File: src/lcd_pkg.sv
package lcd_pkg;

	// ~~~~~~~~~~~~~~~~~~~~~~~~~~~~~~~~~~~~~~~~~~~~~~~~~~~~~~~~~~~~~~~~~~~~~~~~~~
	// Bus geometry
	// ~~~~~~~~~~~~~~~~~~~~~~~~~~~~~~~~~~~~~~~~~~~~~~~~~~~~~~~~~~~~~~~~~~~~~~~~~~
	localparam int unsigned data_width = 32;
	localparam int unsigned byte_width = 8;
	localparam int unsigned bytes_per_word = data_width / byte_width;

	localparam int unsigned page_addr_bits = 4;
	localparam int unsigned page_words = 1 << page_addr_bits; // Words per window.

	// ~~~~~~~~~~~~~~~~~~~~~~~~~~~~~~~~~~~~~~~~~~~~~~~~~~~~~~~~~~~~~~~~~~~~~~~~~~
	// Panel geometry
	// ~~~~~~~~~~~~~~~~~~~~~~~~~~~~~~~~~~~~~~~~~~~~~~~~~~~~~~~~~~~~~~~~~~~~~~~~~~
	localparam int unsigned panel_width = 128;
	localparam int unsigned panel_height = 8;

	localparam int unsigned line_bytes = panel_width / byte_width;
	localparam int unsigned frame_bytes = line_bytes * panel_height;
	localparam int unsigned frame_words = frame_bytes / bytes_per_word;
	localparam int unsigned ram_addr_bits = $clog2(frame_words);

	// Register page plus enough RAM pages to cover the frame.
	localparam int unsigned num_pages = 1 + (frame_words + page_words - 1) / page_words;
	localparam int unsigned page_sel_bits = $clog2(num_pages);

	// ~~~~~~~~~~~~~~~~~~~~~~~~~~~~~~~~~~~~~~~~~~~~~~~~~~~~~~~~~~~~~~~~~~~~~~~~~~
	// Register map, page 0
	// ~~~~~~~~~~~~~~~~~~~~~~~~~~~~~~~~~~~~~~~~~~~~~~~~~~~~~~~~~~~~~~~~~~~~~~~~~~
	localparam logic [page_addr_bits-1:0] reg_clk_delay = 0;
	localparam logic [page_addr_bits-1:0] reg_byte_order = 1;
	localparam logic [page_addr_bits-1:0] reg_read_page = 2;
	localparam logic [page_addr_bits-1:0] reg_write_page = 3;

	localparam int unsigned min_clk_delay = 1; // Reset value and clamp.
	localparam logic [7:0] bad_addr_tag = 8'hE0; // Top byte of unmapped reads.

endpackage
File: src/lcd_ctrl_top.sv
`timescale 1ns/1ps

module lcd_ctrl_top import lcd_pkg::*; (
	input  logic                      clk,
	input  logic                      rst_n,

	input  logic                      wen,
	input  logic [page_addr_bits-1:0] waddr,
	input  logic [data_width-1:0]     wdata,
	input  logic [bytes_per_word-1:0] wstrb,
	input  logic                      ren,
	input  logic [page_addr_bits-1:0] raddr,
	output logic [data_width-1:0]     rdata,

	output logic                      lcm_din,
	output logic                      lcm_lp,
	output logic                      lcm_xscl,
	output logic [byte_width-1:0]     lcm_data
);

	logic ram_we;
	logic [ram_addr_bits-1:0] ram_waddr;
	logic [data_width-1:0] ram_wdata;
	logic [bytes_per_word-1:0] ram_wstrb;
	logic ram_re;
	logic [ram_addr_bits-1:0] ram_raddr;
	logic [data_width-1:0] ram_rdata;

	logic [data_width-1:0] clk_delay;
	logic byte_order;
	logic refresh_req;
	logic clk_event;
	logic [7:0] byte_index;

	lcd_reg_bus u_reg_bus (
		.clk(clk),
		.rst_n(rst_n),
		.wen(wen),
		.waddr(waddr),
		.wdata(wdata),
		.wstrb(wstrb),
		.ren(ren),
		.raddr(raddr),
		.rdata(rdata),
		.ram_we(ram_we),
		.ram_waddr(ram_waddr),
		.ram_wdata(ram_wdata),
		.ram_wstrb(ram_wstrb),
		.ram_re(ram_re),
		.ram_raddr(ram_raddr),
		.ram_rdata(ram_rdata),
		.clk_delay(clk_delay),
		.byte_order(byte_order),
		.refresh_req(refresh_req)
	);

	lcd_frame_ram u_frame_ram (
		.clk(clk),
		.we(ram_we),
		.waddr(ram_waddr),
		.wdata(ram_wdata),
		.wstrb(ram_wstrb),
		.re(ram_re),
		.raddr(ram_raddr),
		.rdata(ram_rdata),
		.byte_index(byte_index),
		.byte_order(byte_order),
		.scan_byte(lcm_data)
	);

	lcd_clk_gen u_clk_gen (
		.clk(clk),
		.rst_n(rst_n),
		.clk_delay(clk_delay),
		.panel_clk(),
		.clk_event(clk_event)
	);

	lcd_scan_timing u_scan_timing (
		.clk(clk),
		.rst_n(rst_n),
		.refresh_req(refresh_req),
		.clk_event(clk_event),
		.din(lcm_din),
		.lp(lcm_lp),
		.xscl(lcm_xscl),
		.byte_index(byte_index)
	);

endmodule

File: src/lcd_scan_timing.sv
`timescale 1ns/1ps

module lcd_scan_timing import lcd_pkg::*; (
	input  logic       clk,
	input  logic       rst_n,
	input  logic       refresh_req,
	input  logic       clk_event,
	output logic       din,
	output logic       lp,
	output logic       xscl,
	output logic [7:0] byte_index
);

	typedef enum logic [1:0] {
		st_idle,
		st_shift_lo,
		st_shift_hi,
		st_latch
	} scan_state_t;

	scan_state_t state;
	logic [$clog2(line_bytes)-1:0] byte_cnt;
	logic [$clog2(panel_height)-1:0] line_cnt;
	logic pending;
	logic start;

	assign start = clk_event && (state == st_idle) && pending;

	// ~~~~~~~~~~~~~~~~~~~~~~~~~~~~~~~~~~~~~~~~~~~~~~~~~~~~~~~~~~~~~~~~~~~~~~~~~~
	// Refresh request holding
	// ~~~~~~~~~~~~~~~~~~~~~~~~~~~~~~~~~~~~~~~~~~~~~~~~~~~~~~~~~~~~~~~~~~~~~~~~~~
	always_ff @(posedge clk) begin
		if (!rst_n) begin
			pending <= 1'b0;
		end else if (start) begin
			pending <= refresh_req; // A fresh request survives the start.
		end else if (refresh_req) begin
			pending <= 1'b1;
		end
	end

	// ~~~~~~~~~~~~~~~~~~~~~~~~~~~~~~~~~~~~~~~~~~~~~~~~~~~~~~~~~~~~~~~~~~~~~~~~~~
	// Phase sequencer, one step per clk_event
	// ~~~~~~~~~~~~~~~~~~~~~~~~~~~~~~~~~~~~~~~~~~~~~~~~~~~~~~~~~~~~~~~~~~~~~~~~~~
	always_ff @(posedge clk) begin
		if (!rst_n) begin
			state <= st_idle;
			byte_cnt <= '0;
			line_cnt <= '0;
			din <= 1'b0;
		end else if (clk_event) begin
			case (state)
				st_idle: begin
					if (pending) begin
						state <= st_shift_lo;
						byte_cnt <= '0;
						line_cnt <= '0;
						din <= 1'b1; // Frame start marker.
					end
				end
				st_shift_lo: state <= st_shift_hi;
				st_shift_hi: begin
					if (byte_cnt == line_bytes - 1) begin
						state <= st_latch;
					end else begin
						byte_cnt <= byte_cnt + 1'b1;
						state <= st_shift_lo;
					end
				end
				st_latch: begin
					din <= 1'b0; // Drops after the first line latch.
					byte_cnt <= '0;
					if (line_cnt == panel_height - 1) begin
						line_cnt <= '0;
						state <= st_idle;
					end else begin
						line_cnt <= line_cnt + 1'b1;
						state <= st_shift_lo;
					end
				end
				default: state <= st_idle;
			endcase
		end
	end

	assign xscl = (state == st_shift_hi);
	assign lp = (state == st_latch);
	assign byte_index = 8'(line_cnt * line_bytes + byte_cnt);

	a_lp_xscl_excl: assert property (
		@(posedge clk) disable iff (!rst_n)
		!(lp && xscl)
	);

endmodule

File: src/lcd_reg_bus.sv
`timescale 1ns/1ps

module lcd_reg_bus import lcd_pkg::*; (
	input  logic                      clk,
	input  logic                      rst_n,

	input  logic                      wen,
	input  logic [page_addr_bits-1:0] waddr,
	input  logic [data_width-1:0]     wdata,
	input  logic [bytes_per_word-1:0] wstrb,
	input  logic                      ren,
	input  logic [page_addr_bits-1:0] raddr,
	output logic [data_width-1:0]     rdata,

	output logic                      ram_we,
	output logic [ram_addr_bits-1:0]  ram_waddr,
	output logic [data_width-1:0]     ram_wdata,
	output logic [bytes_per_word-1:0] ram_wstrb,
	output logic                      ram_re,
	output logic [ram_addr_bits-1:0]  ram_raddr,
	input  logic [data_width-1:0]     ram_rdata,

	output logic [data_width-1:0]     clk_delay,
	output logic                      byte_order,
	output logic                      refresh_req
);

	logic [page_sel_bits-1:0] read_page;
	logic [page_sel_bits-1:0] write_page;

	logic [page_sel_bits-1:0] wr_page_base;
	logic [page_sel_bits-1:0] rd_page_base;
	logic [data_width-1:0] wr_word;
	logic [data_width-1:0] rd_word;
	logic wr_in_range;
	logic rd_in_range;
	logic top_byte_wr;

	logic [data_width-1:0] reg_value;
	logic [data_width-1:0] reg_rdata;
	logic rd_sel_ram;

	// ~~~~~~~~~~~~~~~~~~~~~~~~~~~~~~~~~~~~~~~~~~~~~~~~~~~~~~~~~~~~~~~~~~~~~~~~~~
	// Page window decoding
	// ~~~~~~~~~~~~~~~~~~~~~~~~~~~~~~~~~~~~~~~~~~~~~~~~~~~~~~~~~~~~~~~~~~~~~~~~~~
	assign wr_page_base = (write_page != 0) ? write_page - 1'b1 : '0;
	assign rd_page_base = (read_page != 0) ? read_page - 1'b1 : '0;
	assign wr_word = wr_page_base * page_words + waddr;
	assign rd_word = rd_page_base * page_words + raddr;
	assign wr_in_range = wr_word < frame_words;
	assign rd_in_range = rd_word < frame_words;
	assign top_byte_wr = wstrb[bytes_per_word-1];

	assign ram_we = wen && (write_page != 0) && wr_in_range;
	assign ram_waddr = wr_word[ram_addr_bits-1:0];
	assign ram_wdata = wdata;
	assign ram_wstrb = wstrb;
	assign ram_re = ren && (read_page != 0) && rd_in_range;
	assign ram_raddr = rd_word[ram_addr_bits-1:0];

	// ~~~~~~~~~~~~~~~~~~~~~~~~~~~~~~~~~~~~~~~~~~~~~~~~~~~~~~~~~~~~~~~~~~~~~~~~~~
	// Registers and write routing
	// ~~~~~~~~~~~~~~~~~~~~~~~~~~~~~~~~~~~~~~~~~~~~~~~~~~~~~~~~~~~~~~~~~~~~~~~~~~
	always_ff @(posedge clk) begin
		if (!rst_n) begin
			clk_delay <= data_width'(min_clk_delay);
			byte_order <= 1'b0;
			read_page <= '0;
			write_page <= '0;
			refresh_req <= 1'b0;
		end else begin
			refresh_req <= 1'b0;
			if (wen && write_page == 0) begin
				case (waddr)
					reg_clk_delay: clk_delay <= (wdata < min_clk_delay) ?
						data_width'(min_clk_delay) : wdata;
					reg_byte_order: byte_order <= wdata[0];
					reg_read_page: if (wdata < num_pages) read_page <= wdata[page_sel_bits-1:0];
					reg_write_page: if (wdata < num_pages) write_page <= wdata[page_sel_bits-1:0];
					default: ;
				endcase
			end else if (ram_we && top_byte_wr) begin
				if (wr_word == frame_words - 1) begin
					write_page <= '0; // Frame complete.
					refresh_req <= 1'b1;
				end else if (waddr == page_words - 1) begin
					write_page <= '0; // End of window.
				end
			end
		end
	end

	// ~~~~~~~~~~~~~~~~~~~~~~~~~~~~~~~~~~~~~~~~~~~~~~~~~~~~~~~~~~~~~~~~~~~~~~~~~~
	// Read routing
	// ~~~~~~~~~~~~~~~~~~~~~~~~~~~~~~~~~~~~~~~~~~~~~~~~~~~~~~~~~~~~~~~~~~~~~~~~~~
	always_comb begin
		reg_value = {bad_addr_tag, rd_word[data_width-byte_width-1:0]};
		if (read_page == 0) begin
			case (raddr)
				reg_clk_delay: reg_value = clk_delay;
				reg_byte_order: reg_value = data_width'(byte_order);
				reg_read_page: reg_value = data_width'(read_page);
				reg_write_page: reg_value = data_width'(write_page);
				default: ;
			endcase
		end
	end

	always_ff @(posedge clk) begin
		if (!rst_n) begin
			reg_rdata <= '0;
			rd_sel_ram <= 1'b0;
		end else if (ren) begin
			rd_sel_ram <= ram_re;
			if (!ram_re) begin
				reg_rdata <= reg_value;
			end
		end
	end

	assign rdata = rd_sel_ram ? ram_rdata : reg_rdata; // Both sides already registered.

	a_page_range: assert property (
		@(posedge clk) disable iff (!rst_n)
		(read_page < num_pages) && (write_page < num_pages)
	);

endmodule

File: src/lcd_frame_ram.sv
`timescale 1ns/1ps

module lcd_frame_ram import lcd_pkg::*; (
	input  logic                      clk,

	input  logic                      we,
	input  logic [ram_addr_bits-1:0]  waddr,
	input  logic [data_width-1:0]     wdata,
	input  logic [bytes_per_word-1:0] wstrb,
	input  logic                      re,
	input  logic [ram_addr_bits-1:0]  raddr,
	output logic [data_width-1:0]     rdata,

	input  logic [7:0]                byte_index,
	input  logic                      byte_order,
	output logic [byte_width-1:0]     scan_byte
);

	logic [data_width-1:0] mem [0:frame_words-1];

	logic [ram_addr_bits-1:0] scan_word;
	logic [$clog2(bytes_per_word)-1:0] scan_lane;
	logic [byte_width-1:0] scan_raw;

	// ~~~~~~~~~~~~~~~~~~~~~~~~~~~~~~~~~~~~~~~~~~~~~~~~~~~~~~~~~~~~~~~~~~~~~~~~~~
	// Bus port
	// ~~~~~~~~~~~~~~~~~~~~~~~~~~~~~~~~~~~~~~~~~~~~~~~~~~~~~~~~~~~~~~~~~~~~~~~~~~
	always_ff @(posedge clk) begin
		if (we) begin
			for (int i = 0; i < bytes_per_word; i++) begin
				if (wstrb[i]) begin
					mem[waddr][i*byte_width +: byte_width] <= wdata[i*byte_width +: byte_width];
				end
			end
		end
		if (re) begin
			rdata <= mem[raddr]; // Holds when re is low.
		end
	end

	// ~~~~~~~~~~~~~~~~~~~~~~~~~~~~~~~~~~~~~~~~~~~~~~~~~~~~~~~~~~~~~~~~~~~~~~~~~~
	// Scan port
	// ~~~~~~~~~~~~~~~~~~~~~~~~~~~~~~~~~~~~~~~~~~~~~~~~~~~~~~~~~~~~~~~~~~~~~~~~~~
	assign scan_word = ram_addr_bits'(byte_index / bytes_per_word);
	assign scan_lane = byte_index[$clog2(bytes_per_word)-1:0]; // Little endian lane.
	assign scan_raw = mem[scan_word][scan_lane*byte_width +: byte_width];

	always_comb begin
		if (byte_order) begin
			for (int b = 0; b < byte_width; b++) begin
				scan_byte[b] = scan_raw[byte_width-1-b]; // MSB first on the panel.
			end
		end else begin
			scan_byte = scan_raw;
		end
	end

	a_index_range: assert property (
		@(posedge clk) !$isunknown(byte_index) |-> byte_index < frame_bytes
	);

endmodule

File: src/lcd_clk_gen.sv
`timescale 1ns/1ps

module lcd_clk_gen import lcd_pkg::*; (
	input  logic                  clk,
	input  logic                  rst_n,
	input  logic [data_width-1:0] clk_delay,
	output logic                  panel_clk,
	output logic                  clk_event
);

	logic [data_width-1:0] cnt;

	always_ff @(posedge clk) begin
		if (!rst_n) begin
			cnt <= '0;
			panel_clk <= 1'b0;
			clk_event <= 1'b0;
		end else begin
			clk_event <= 1'b0;
			if (cnt >= clk_delay - 1'b1) begin
				cnt <= '0;
				panel_clk <= ~panel_clk; // Half period done.
				clk_event <= 1'b1;
			end else begin
				cnt <= cnt + 1'b1;
			end
		end
	end

	// Consecutive events are only legal at the minimum delay.
	a_event_spacing: assert property (
		@(posedge clk) disable iff (!rst_n)
		(clk_event && clk_delay > 1) |=> !clk_event
	);

endmodule

File: config.mk
export PLATFORM = sky130hd
export DESIGN_NAME = lcd_ctrl_top
export DESIGN_NICKNAME = d
export VERILOG_FILES = /design/src/lcd_pkg.sv /design/src/lcd_ctrl_top.sv /design/src/lcd_scan_timing.sv /design/src/lcd_reg_bus.sv /design/src/lcd_frame_ram.sv /design/src/lcd_clk_gen.sv
export SDC_FILE = /design/constraint.sdc
export NUM_CORES = 2
export LEC_CHECK = 0
export BUFFER_PORTS_ARGS = -buffer_cell sky130_fd_sc_hd__buf_2
export CORE_MARGIN = 2
export CORE_UTILIZATION = 46
export CTS_BUF_LIST = sky130_fd_sc_hd__clkbuf_8 sky130_fd_sc_hd__clkbuf_16
export DETAILED_ROUTE_END_ITERATION = 12
export PLACE_DENSITY = 0.63
export SLEW_MARGIN = 0
export SYNTH_ARGS = -nofsm -noshare
export SYNTH_HDL_FRONTEND = slang
export SYNTH_SLANG_ARGS = --single-unit
File: constraint.sdc
create_clock -name clk -period 5.1 [get_ports clk]
set_input_delay 0.51 -clock clk [delete_from_list [all_inputs] [get_ports clk]]
set_output_delay 0.51 -clock clk [all_outputs]
set_load 0.02 [all_outputs]
Word-level counts from Yosys, hierarchy flattened:

Memory sizes are Yosys's and may differ from the RTL's. A register that Yosys moved wholly into a read port is not among the register bits.
Index checks and enable logic that the tools add are counted.

* memory bits (writable): 1024
* memories kept: 1
* output and inout bits: 43
* flip-flop bits (word level): 115

Memories
* u_frame_ram.mem: depth 32, width 32, read ports 2, clocked after Yosys merged registers in 1, wr ports 1, RTL line lcd_frame_ram.sv:19 `logic [data_width-1:0] mem [0:frame_words-1];`

* add/subtract/negate cells: 9
* reductions and logical operators: 30
* mux-type cells: 41
* equal/unequal tests: 17
* bitwise logic cells: 3
* magnitude comparators: 5
* shift operators: 1

Operators by type and width (count)
* one-hot mux 32 bit (4 select lines): 1
* 2-to-1 mux 32 bit: 3
* < comparator 32 x 6 -> 1 bit, second input constant: 2
* adder 32 x 1 -> 32 bit, second input constant: 1
* equality test 32 x 5 -> 1 bit, second input constant: 1
* >= comparator 32 bit: 1
* < comparator 32 x 1 -> 1 bit, second input constant: 1
* < comparator 32 x 2 -> 1 bit, second input constant: 1
* indexed part select 32 x 6 -> 8 bit: 1
* subtractor 32 x 1 -> 32 bit, second input constant: 1
* 2-to-1 mux 2 bit: 10
* 2-to-1 mux 1 bit: 18
* equality test 4 x 2 -> 1 bit, second input constant: 4
* adder 6 x 4 -> 7 bit: 2
* one-hot mux 4 bit (3 select lines): 1
* nonzero test 2 bit: 5
* equality test 4 x 1 -> 1 bit, second input constant: 2
* equality test 4 bit, second input constant: 2
* logical AND 1 bit: 8
* logical NOT 4 bit: 2
* 2-to-1 mux 4 bit: 2
* 2-to-1 mux 8 bit: 1
* one-hot mux 2 bit (4 select lines): 1
* AND reduction 2 bit: 4
* 19 further kinds: 31

Depth between registers and ports, before layout:

* word-level depth: 8
* mapped depth: 17
* mapped depth without buffers: 16

Cells and area by module:

From an unflattened synthesis, not the netlist that was laid out.

* cell total of the unflattened synthesis: 3349
* area, all modules: 55959.9 um^2

Modules (own cells, without submodules)
* lcd_frame_ram: area each 49157.1 um^2, cells an instance 2547, times used 1
* lcd_reg_bus: area each 3494.6 um^2, cells an instance 407, times used 1
* lcd_clk_gen: area each 2690.1 um^2, cells an instance 319, times used 1
* lcd_scan_timing: area each 618.1 um^2, cells an instance 76, times used 1

Worst setup path after synthesis:

No wires, ideal clock.

* kind: register to register
* from: register u_reg_bus.clk_delay[12]
* to: register u_clk_gen.cnt[10]
* library setup time: 0.065 ns
* arrival time: 3.635 ns
* clock period less this slack: 3.700 ns
* stages on the path, launching flop included: 18
* required time: 5.035 ns
* setup slack: 1.400 ns
* path through: dfxtp_1 buf_6 or4_4 nor4_4 nand4_1 or3_1 nor3_2 nand2_1 xor2_1 ha_1 a21o_1 a21o_1 a21oi_1 o21ai_0 a21oi_1 o211ai_1 clkbuf_1 nor2_1

* longest elaborated chain between the ends: 3

Ends and longest elaborated chain
* from (decl): RTL line lcd_reg_bus.sv:23 `output logic [data_width-1:0] clk_delay,`
* from (signal assigned): RTL line lcd_reg_bus.sv:66 `clk_delay <= data_width'(min_clk_delay);`
* from (signal assigned): RTL line lcd_reg_bus.sv:75 `reg_clk_delay: clk_delay <= (wdata < min_clk_delay) ?`
* subtractor 32 x 1 -> 32 bit: RTL line lcd_clk_gen.sv:20 `if (cnt >= clk_delay - 1'b1) begin`
* >= comparator 32 bit: RTL line lcd_clk_gen.sv:20
* OR reduction 2 bit (no source line)
* to (signal assigned): RTL line lcd_clk_gen.sv:25 `cnt <= cnt + 1'b1;`
* to (decl): RTL line lcd_clk_gen.sv:11 `logic [data_width-1:0] cnt;`

No other way between the ends.
A chain may end at the register's enable or synchronous reset.

Worst setup path after layout:

* from: register u_scan_timing.line_cnt[0]
* to: output port lcm_data[3]

* longest elaborated chain between the ends: 4

Ends and longest elaborated chain
* from (decl): RTL line lcd_scan_timing.sv:23 `logic [$clog2(panel_height)-1:0] line_cnt;`
* from (signal assigned): RTL line lcd_scan_timing.sv:77 `line_cnt <= line_cnt + 1'b1;`
* adder 7 x 4 -> 7 bit: RTL line lcd_scan_timing.sv:88 `assign byte_index = 8'(line_cnt * line_bytes + byte_cnt);`
* memory (32 x 32 bit)
* indexed part select 32 x 6 -> 8 bit: RTL line lcd_frame_ram.sv:46 `assign scan_raw = mem[scan_word][scan_lane*byte_width +: byte_width];`
* 2-to-1 mux 8 bit: RTL line lcd_frame_ram.sv:49 `if (byte_order) begin`
* to (decl): RTL line lcd_ctrl_top.sv:18 `output logic [byte_width-1:0] lcm_data`

No other way between the ends.

==> impl_metrics.toml <==
[power]
irDropWorstVdd_v = 0.000259
power.share.switching = 0.215
p_sw_mw = 4.40
power_frac_seq = 0.512
clkPwrFrac = 0.440
power_density_nw_per_um2 = 335
cell_internal_pwr_mw = 16.1
leakage_component_of_the_power_nw = 18.9
part_of_the_power_in_combinational_logic = 0.048

[drt]
drt-pass1-iter-count = 9
post_detailed_route_count_of_antenna_violating_nets = 0
vias_per_cell = 6.57
remaining_drc_errors = 0
vias = 32000
postRouteWirelength_mm = 160
drt-initial-drc-count = 4304
wl_per_cell_um = 32.8

[yosys]
post_synth_top_area_cell = "sky130_fd_sc_hd__edfxtp_1"
netlist_area_um2 = 54600
netlist-cell-type-count = 57
synth_cells = 3160
synth_enable_flop_cells = 1056
syn_area_per_cell_um2 = 17.3
postSynthRegisterBits = 1171
postSynth.asyncResetShare = 0
yosys.area.top_type_share = 0.580
synth.most_common_cell = "sky130_fd_sc_hd__edfxtp_1"
synthFlopType = "sky130_fd_sc_hd__edfxtp_1"
postSynthNetCount = 3245
synthesis.yosys.warnings = 0
ys_seq_area_frac = 0.623
ys_top_cells_by_count = "sky130_fd_sc_hd__edfxtp_1, sky130_fd_sc_hd__mux4_2, sky130_fd_sc_hd__nand2_1"
synth_top_cells_by_area = "sky130_fd_sc_hd__edfxtp_1, sky130_fd_sc_hd__mux4_2, sky130_fd_sc_hd__dfxtp_1"

[cts]
ctsLongestPathBuffers = 3
clk_tree_root_cell = "sky130_fd_sc_hd__clkbuf_16"
cts_htree_levels = 3
cts.sink_count = 1171
clk_pin_slew_ns = 0.07
postCtsHoldBufs = 0
tritoncts = "yes"
cts-resized-gates = 1
clk_lat_worst_skew_ns = 0.75
cts_post_setup_buffers_inserted = 0
cts-buffers-inserted = 119

[sta]
final-max-slew-violation-count = 0
clock_skew_ns = 0.0418
fmax_mhz = 204
worst_pin_slew_ns = 1.35
maxSlewHeadroom = 0.0898
hold_viol_final = 0
final.setup.tns_ns = 0
setup-violations-final = 0
post-route-period-util = 0.963
worst_slack_ns = 0.190
finalCriticalPeriod_ns = 4.91
rsz0062_at_grt = "false"

[global_routing]
grt_pass1_wl_mm = 229
grt_antenna_before_repair = 12
pin_count_of_the_biggest_net_entering_global_routing = 77
grt_pass1_vias = 31600
gr-usage-all-layers = 0.264
total_congestion_overflow = 0

[final_layout]
drive_gt1_frac = 0.309
num-fill-cells = 9364
layout-area-overhead-vs-synth_pct = 11.7
layout.nets = 3320

[critical_path]
crit_path_cell_trace = "nand3b_1, o21ai_0, a31oi_1, nand3_1, nand4_1, mux2_2, buf_2"
timing.critical_path.fanout_max = 43
startpoint_type = "flop"
worst-endpoint-arrival_ns = 4.40
crit_path_top_delay_cell = "sky130_fd_sc_hd__dfxtp_2"
end_kind = "primary output"
critPathKind = "flop to primary output"
critPathRequiredTime_ns = 4.59
cp_slowest_stage_delay_ns = 1.07

[placed_design]
gp_congestion = 0.939
port_buffers = 90
dp_slack_ns = 0.818
dp_hpwl_mm = 110

[die]
coreArea_um2 = 118000
fp.dieH_um = 349
ioPinCount = 91
die_width_um = 349
die_area_um2 = 122000
floorplan.initialDensity = 0.463
fp_rows = 126

[outcome]
result_of_the_run = "complete, no violations"

[min_path]
hold_path_class = "input port to flop"

[run]
maxCapViolCount = 0
-- state kept, by name, summed over array words and instances (netlist names), 2 cells and up --
| signal | count |
|---|---|
| u_reg_bus.write_page | 2 |
| u_reg_bus.reg_rdata | 32 |
| u_reg_bus.clk_delay | 32 |
| u_scan_timing.byte_cnt | 4 |
| u_scan_timing.state | 2 |
| u_clk_gen.cnt | 32 |
| u_frame_ram.mem | 1024 |
| u_reg_bus.read_page | 2 |
| u_scan_timing.line_cnt | 3 |
| u_frame_ram.rdata | 32 |
-- area by class of cell --
cell class / instances / area [µm²] / share of cell area
sequential: 1171 / 34000 / 0.558
multi-input combinational: 1755 / 19700 / 0.322
clock buffer: 122 / 3050 / 0.0501
tap: 1536 / 1920 / 0.0315
timing repair buffer: 177 / 1330 / 0.0218
clock inverter: 99 / 952 / 0.0156
inverter: 11 / 41.3 / 0.000677
antenna: 3 / 7.51 / 0.000123
-- final timing paths --
kind	start	end	slack, ns	cells past startpoint
setup / recovery	u_scan_timing.line_cnt[0]	lcm_data[3]	0.19	7
hold / removal	ren	u_reg_bus.reg_rdata[5]	0.09	2
setup reg to reg	u_reg_bus.clk_delay[6]	u_clk_gen.cnt[11]	0.89	16
hold reg to reg	u_reg_bus.reg_rdata[19]	u_reg_bus.reg_rdata[19]	0.45	2
-- per-layer routing --
| layer | vias up | part of all wire | GRT usage |
|---|---|---|---|
| li1 | 13100 | - | - |
| met1 | 16800 | 0.40 | 0.373 |
| met2 | 1921 | 0.44 | 0.386 |
| met3 | 238 | 0.12 | 0.0842 |
| met4 | 16 | 0.035 | 0.0971 |
| met5 | - | 0.00068 | 0 |
-- cell families (layout without fill, tap and decap cells) --
logic type                 Yosys count  in the layout  share of synthesized area
DFF                               1171           1171                      0.623
other                                0              3                          0
and+or+nand+nor                    744            744                     0.0603
buffers and inverters              234            409                     0.0176
AOI/OAI and AO/OA                  255            255                     0.0270
xor gates and xnor gates            64             64                     0.0103
muxes                              655            655                      0.254
adders and majority gates           37             37                    0.00847
-- worst max-delay path: cells and delay by family, from the launching register on --
kind	cells	cell delay (ns)
flops	1	1.07
compound gates	2	0.47
buf+inv	1	0.16
simple gates	3	1.46
mux	1	0.45
-- through the flow --
stage / utilization / power, mW / instance area, µm² / instances / hold WS [ns]
after CTS: 0.517 / 20.5 / 61000 / 4871 / 0.0574
final: 0.517 / 20.5 / 61000 / 4874 / 0.0890
after floorplan: - / 11.2 / 54600 / 3160 / 0.413
after global routing: 0.517 / 20.9 / 61000 / 4871 / 0.122
after detailed placement: 0.483 / 11.7 / 57000 / 4650 / 0.442
after global placement: 0.483 / 11.6 / 57000 / 4650 / 0.426
-- power by group through the flow --
stage / combinational, mW / sequential, mW / clock [mW]
5_1_grt: 1.04 / 10.5 / 9.42
3_5_place_dp: 0.976 / 10.7 / 0
4_1_cts: 0.979 / 10.5 / 9.07
2_1_floorplan: 0.527 / 10.7 / 0
3_3_place_gp: 0.951 / 10.7 / 0
6_report: 0.983 / 10.5 / 8.99
-- layout by cell type, fill, tap and decap left out, types with 9 or more instances in the layout --
cell / count
sky130_fd_sc_hd__a21oi_1: 81
sky130_fd_sc_hd__buf_4: 73
sky130_fd_sc_hd__bufinv_16: 18
sky130_fd_sc_hd__buf_12: 16
sky130_fd_sc_hd__clkbuf_16: 122
sky130_fd_sc_hd__xor2_1: 22
sky130_fd_sc_hd__mux2_2: 76
sky130_fd_sc_hd__nor4_1: 13
sky130_fd_sc_hd__nor2b_1: 10
sky130_fd_sc_hd__mux4_2: 575
sky130_fd_sc_hd__and3_1: 9
sky130_fd_sc_hd__xnor2_1: 42
sky130_fd_sc_hd__nand3_1: 100
sky130_fd_sc_hd__a31oi_1: 31
sky130_fd_sc_hd__buf_2: 86
sky130_fd_sc_hd__edfxtp_1: 1056
sky130_fd_sc_hd__o21ai_0: 70
sky130_fd_sc_hd__clkinv_1: 17
sky130_fd_sc_hd__nand2_1: 276
sky130_fd_sc_hd__dfxtp_1: 111
sky130_fd_sc_hd__clkinv_2: 28
sky130_fd_sc_hd__nor3_1: 22
sky130_fd_sc_hd__ha_1: 37
sky130_fd_sc_hd__o22ai_1: 32
sky130_fd_sc_hd__a21o_1: 15
sky130_fd_sc_hd__nor2_1: 241
sky130_fd_sc_hd__inv_1: 31
sky130_fd_sc_hd__nand4_1: 23
sky130_fd_sc_hd__nand2b_1: 9
No activity file was read; power rests on OpenSTA's default activity.
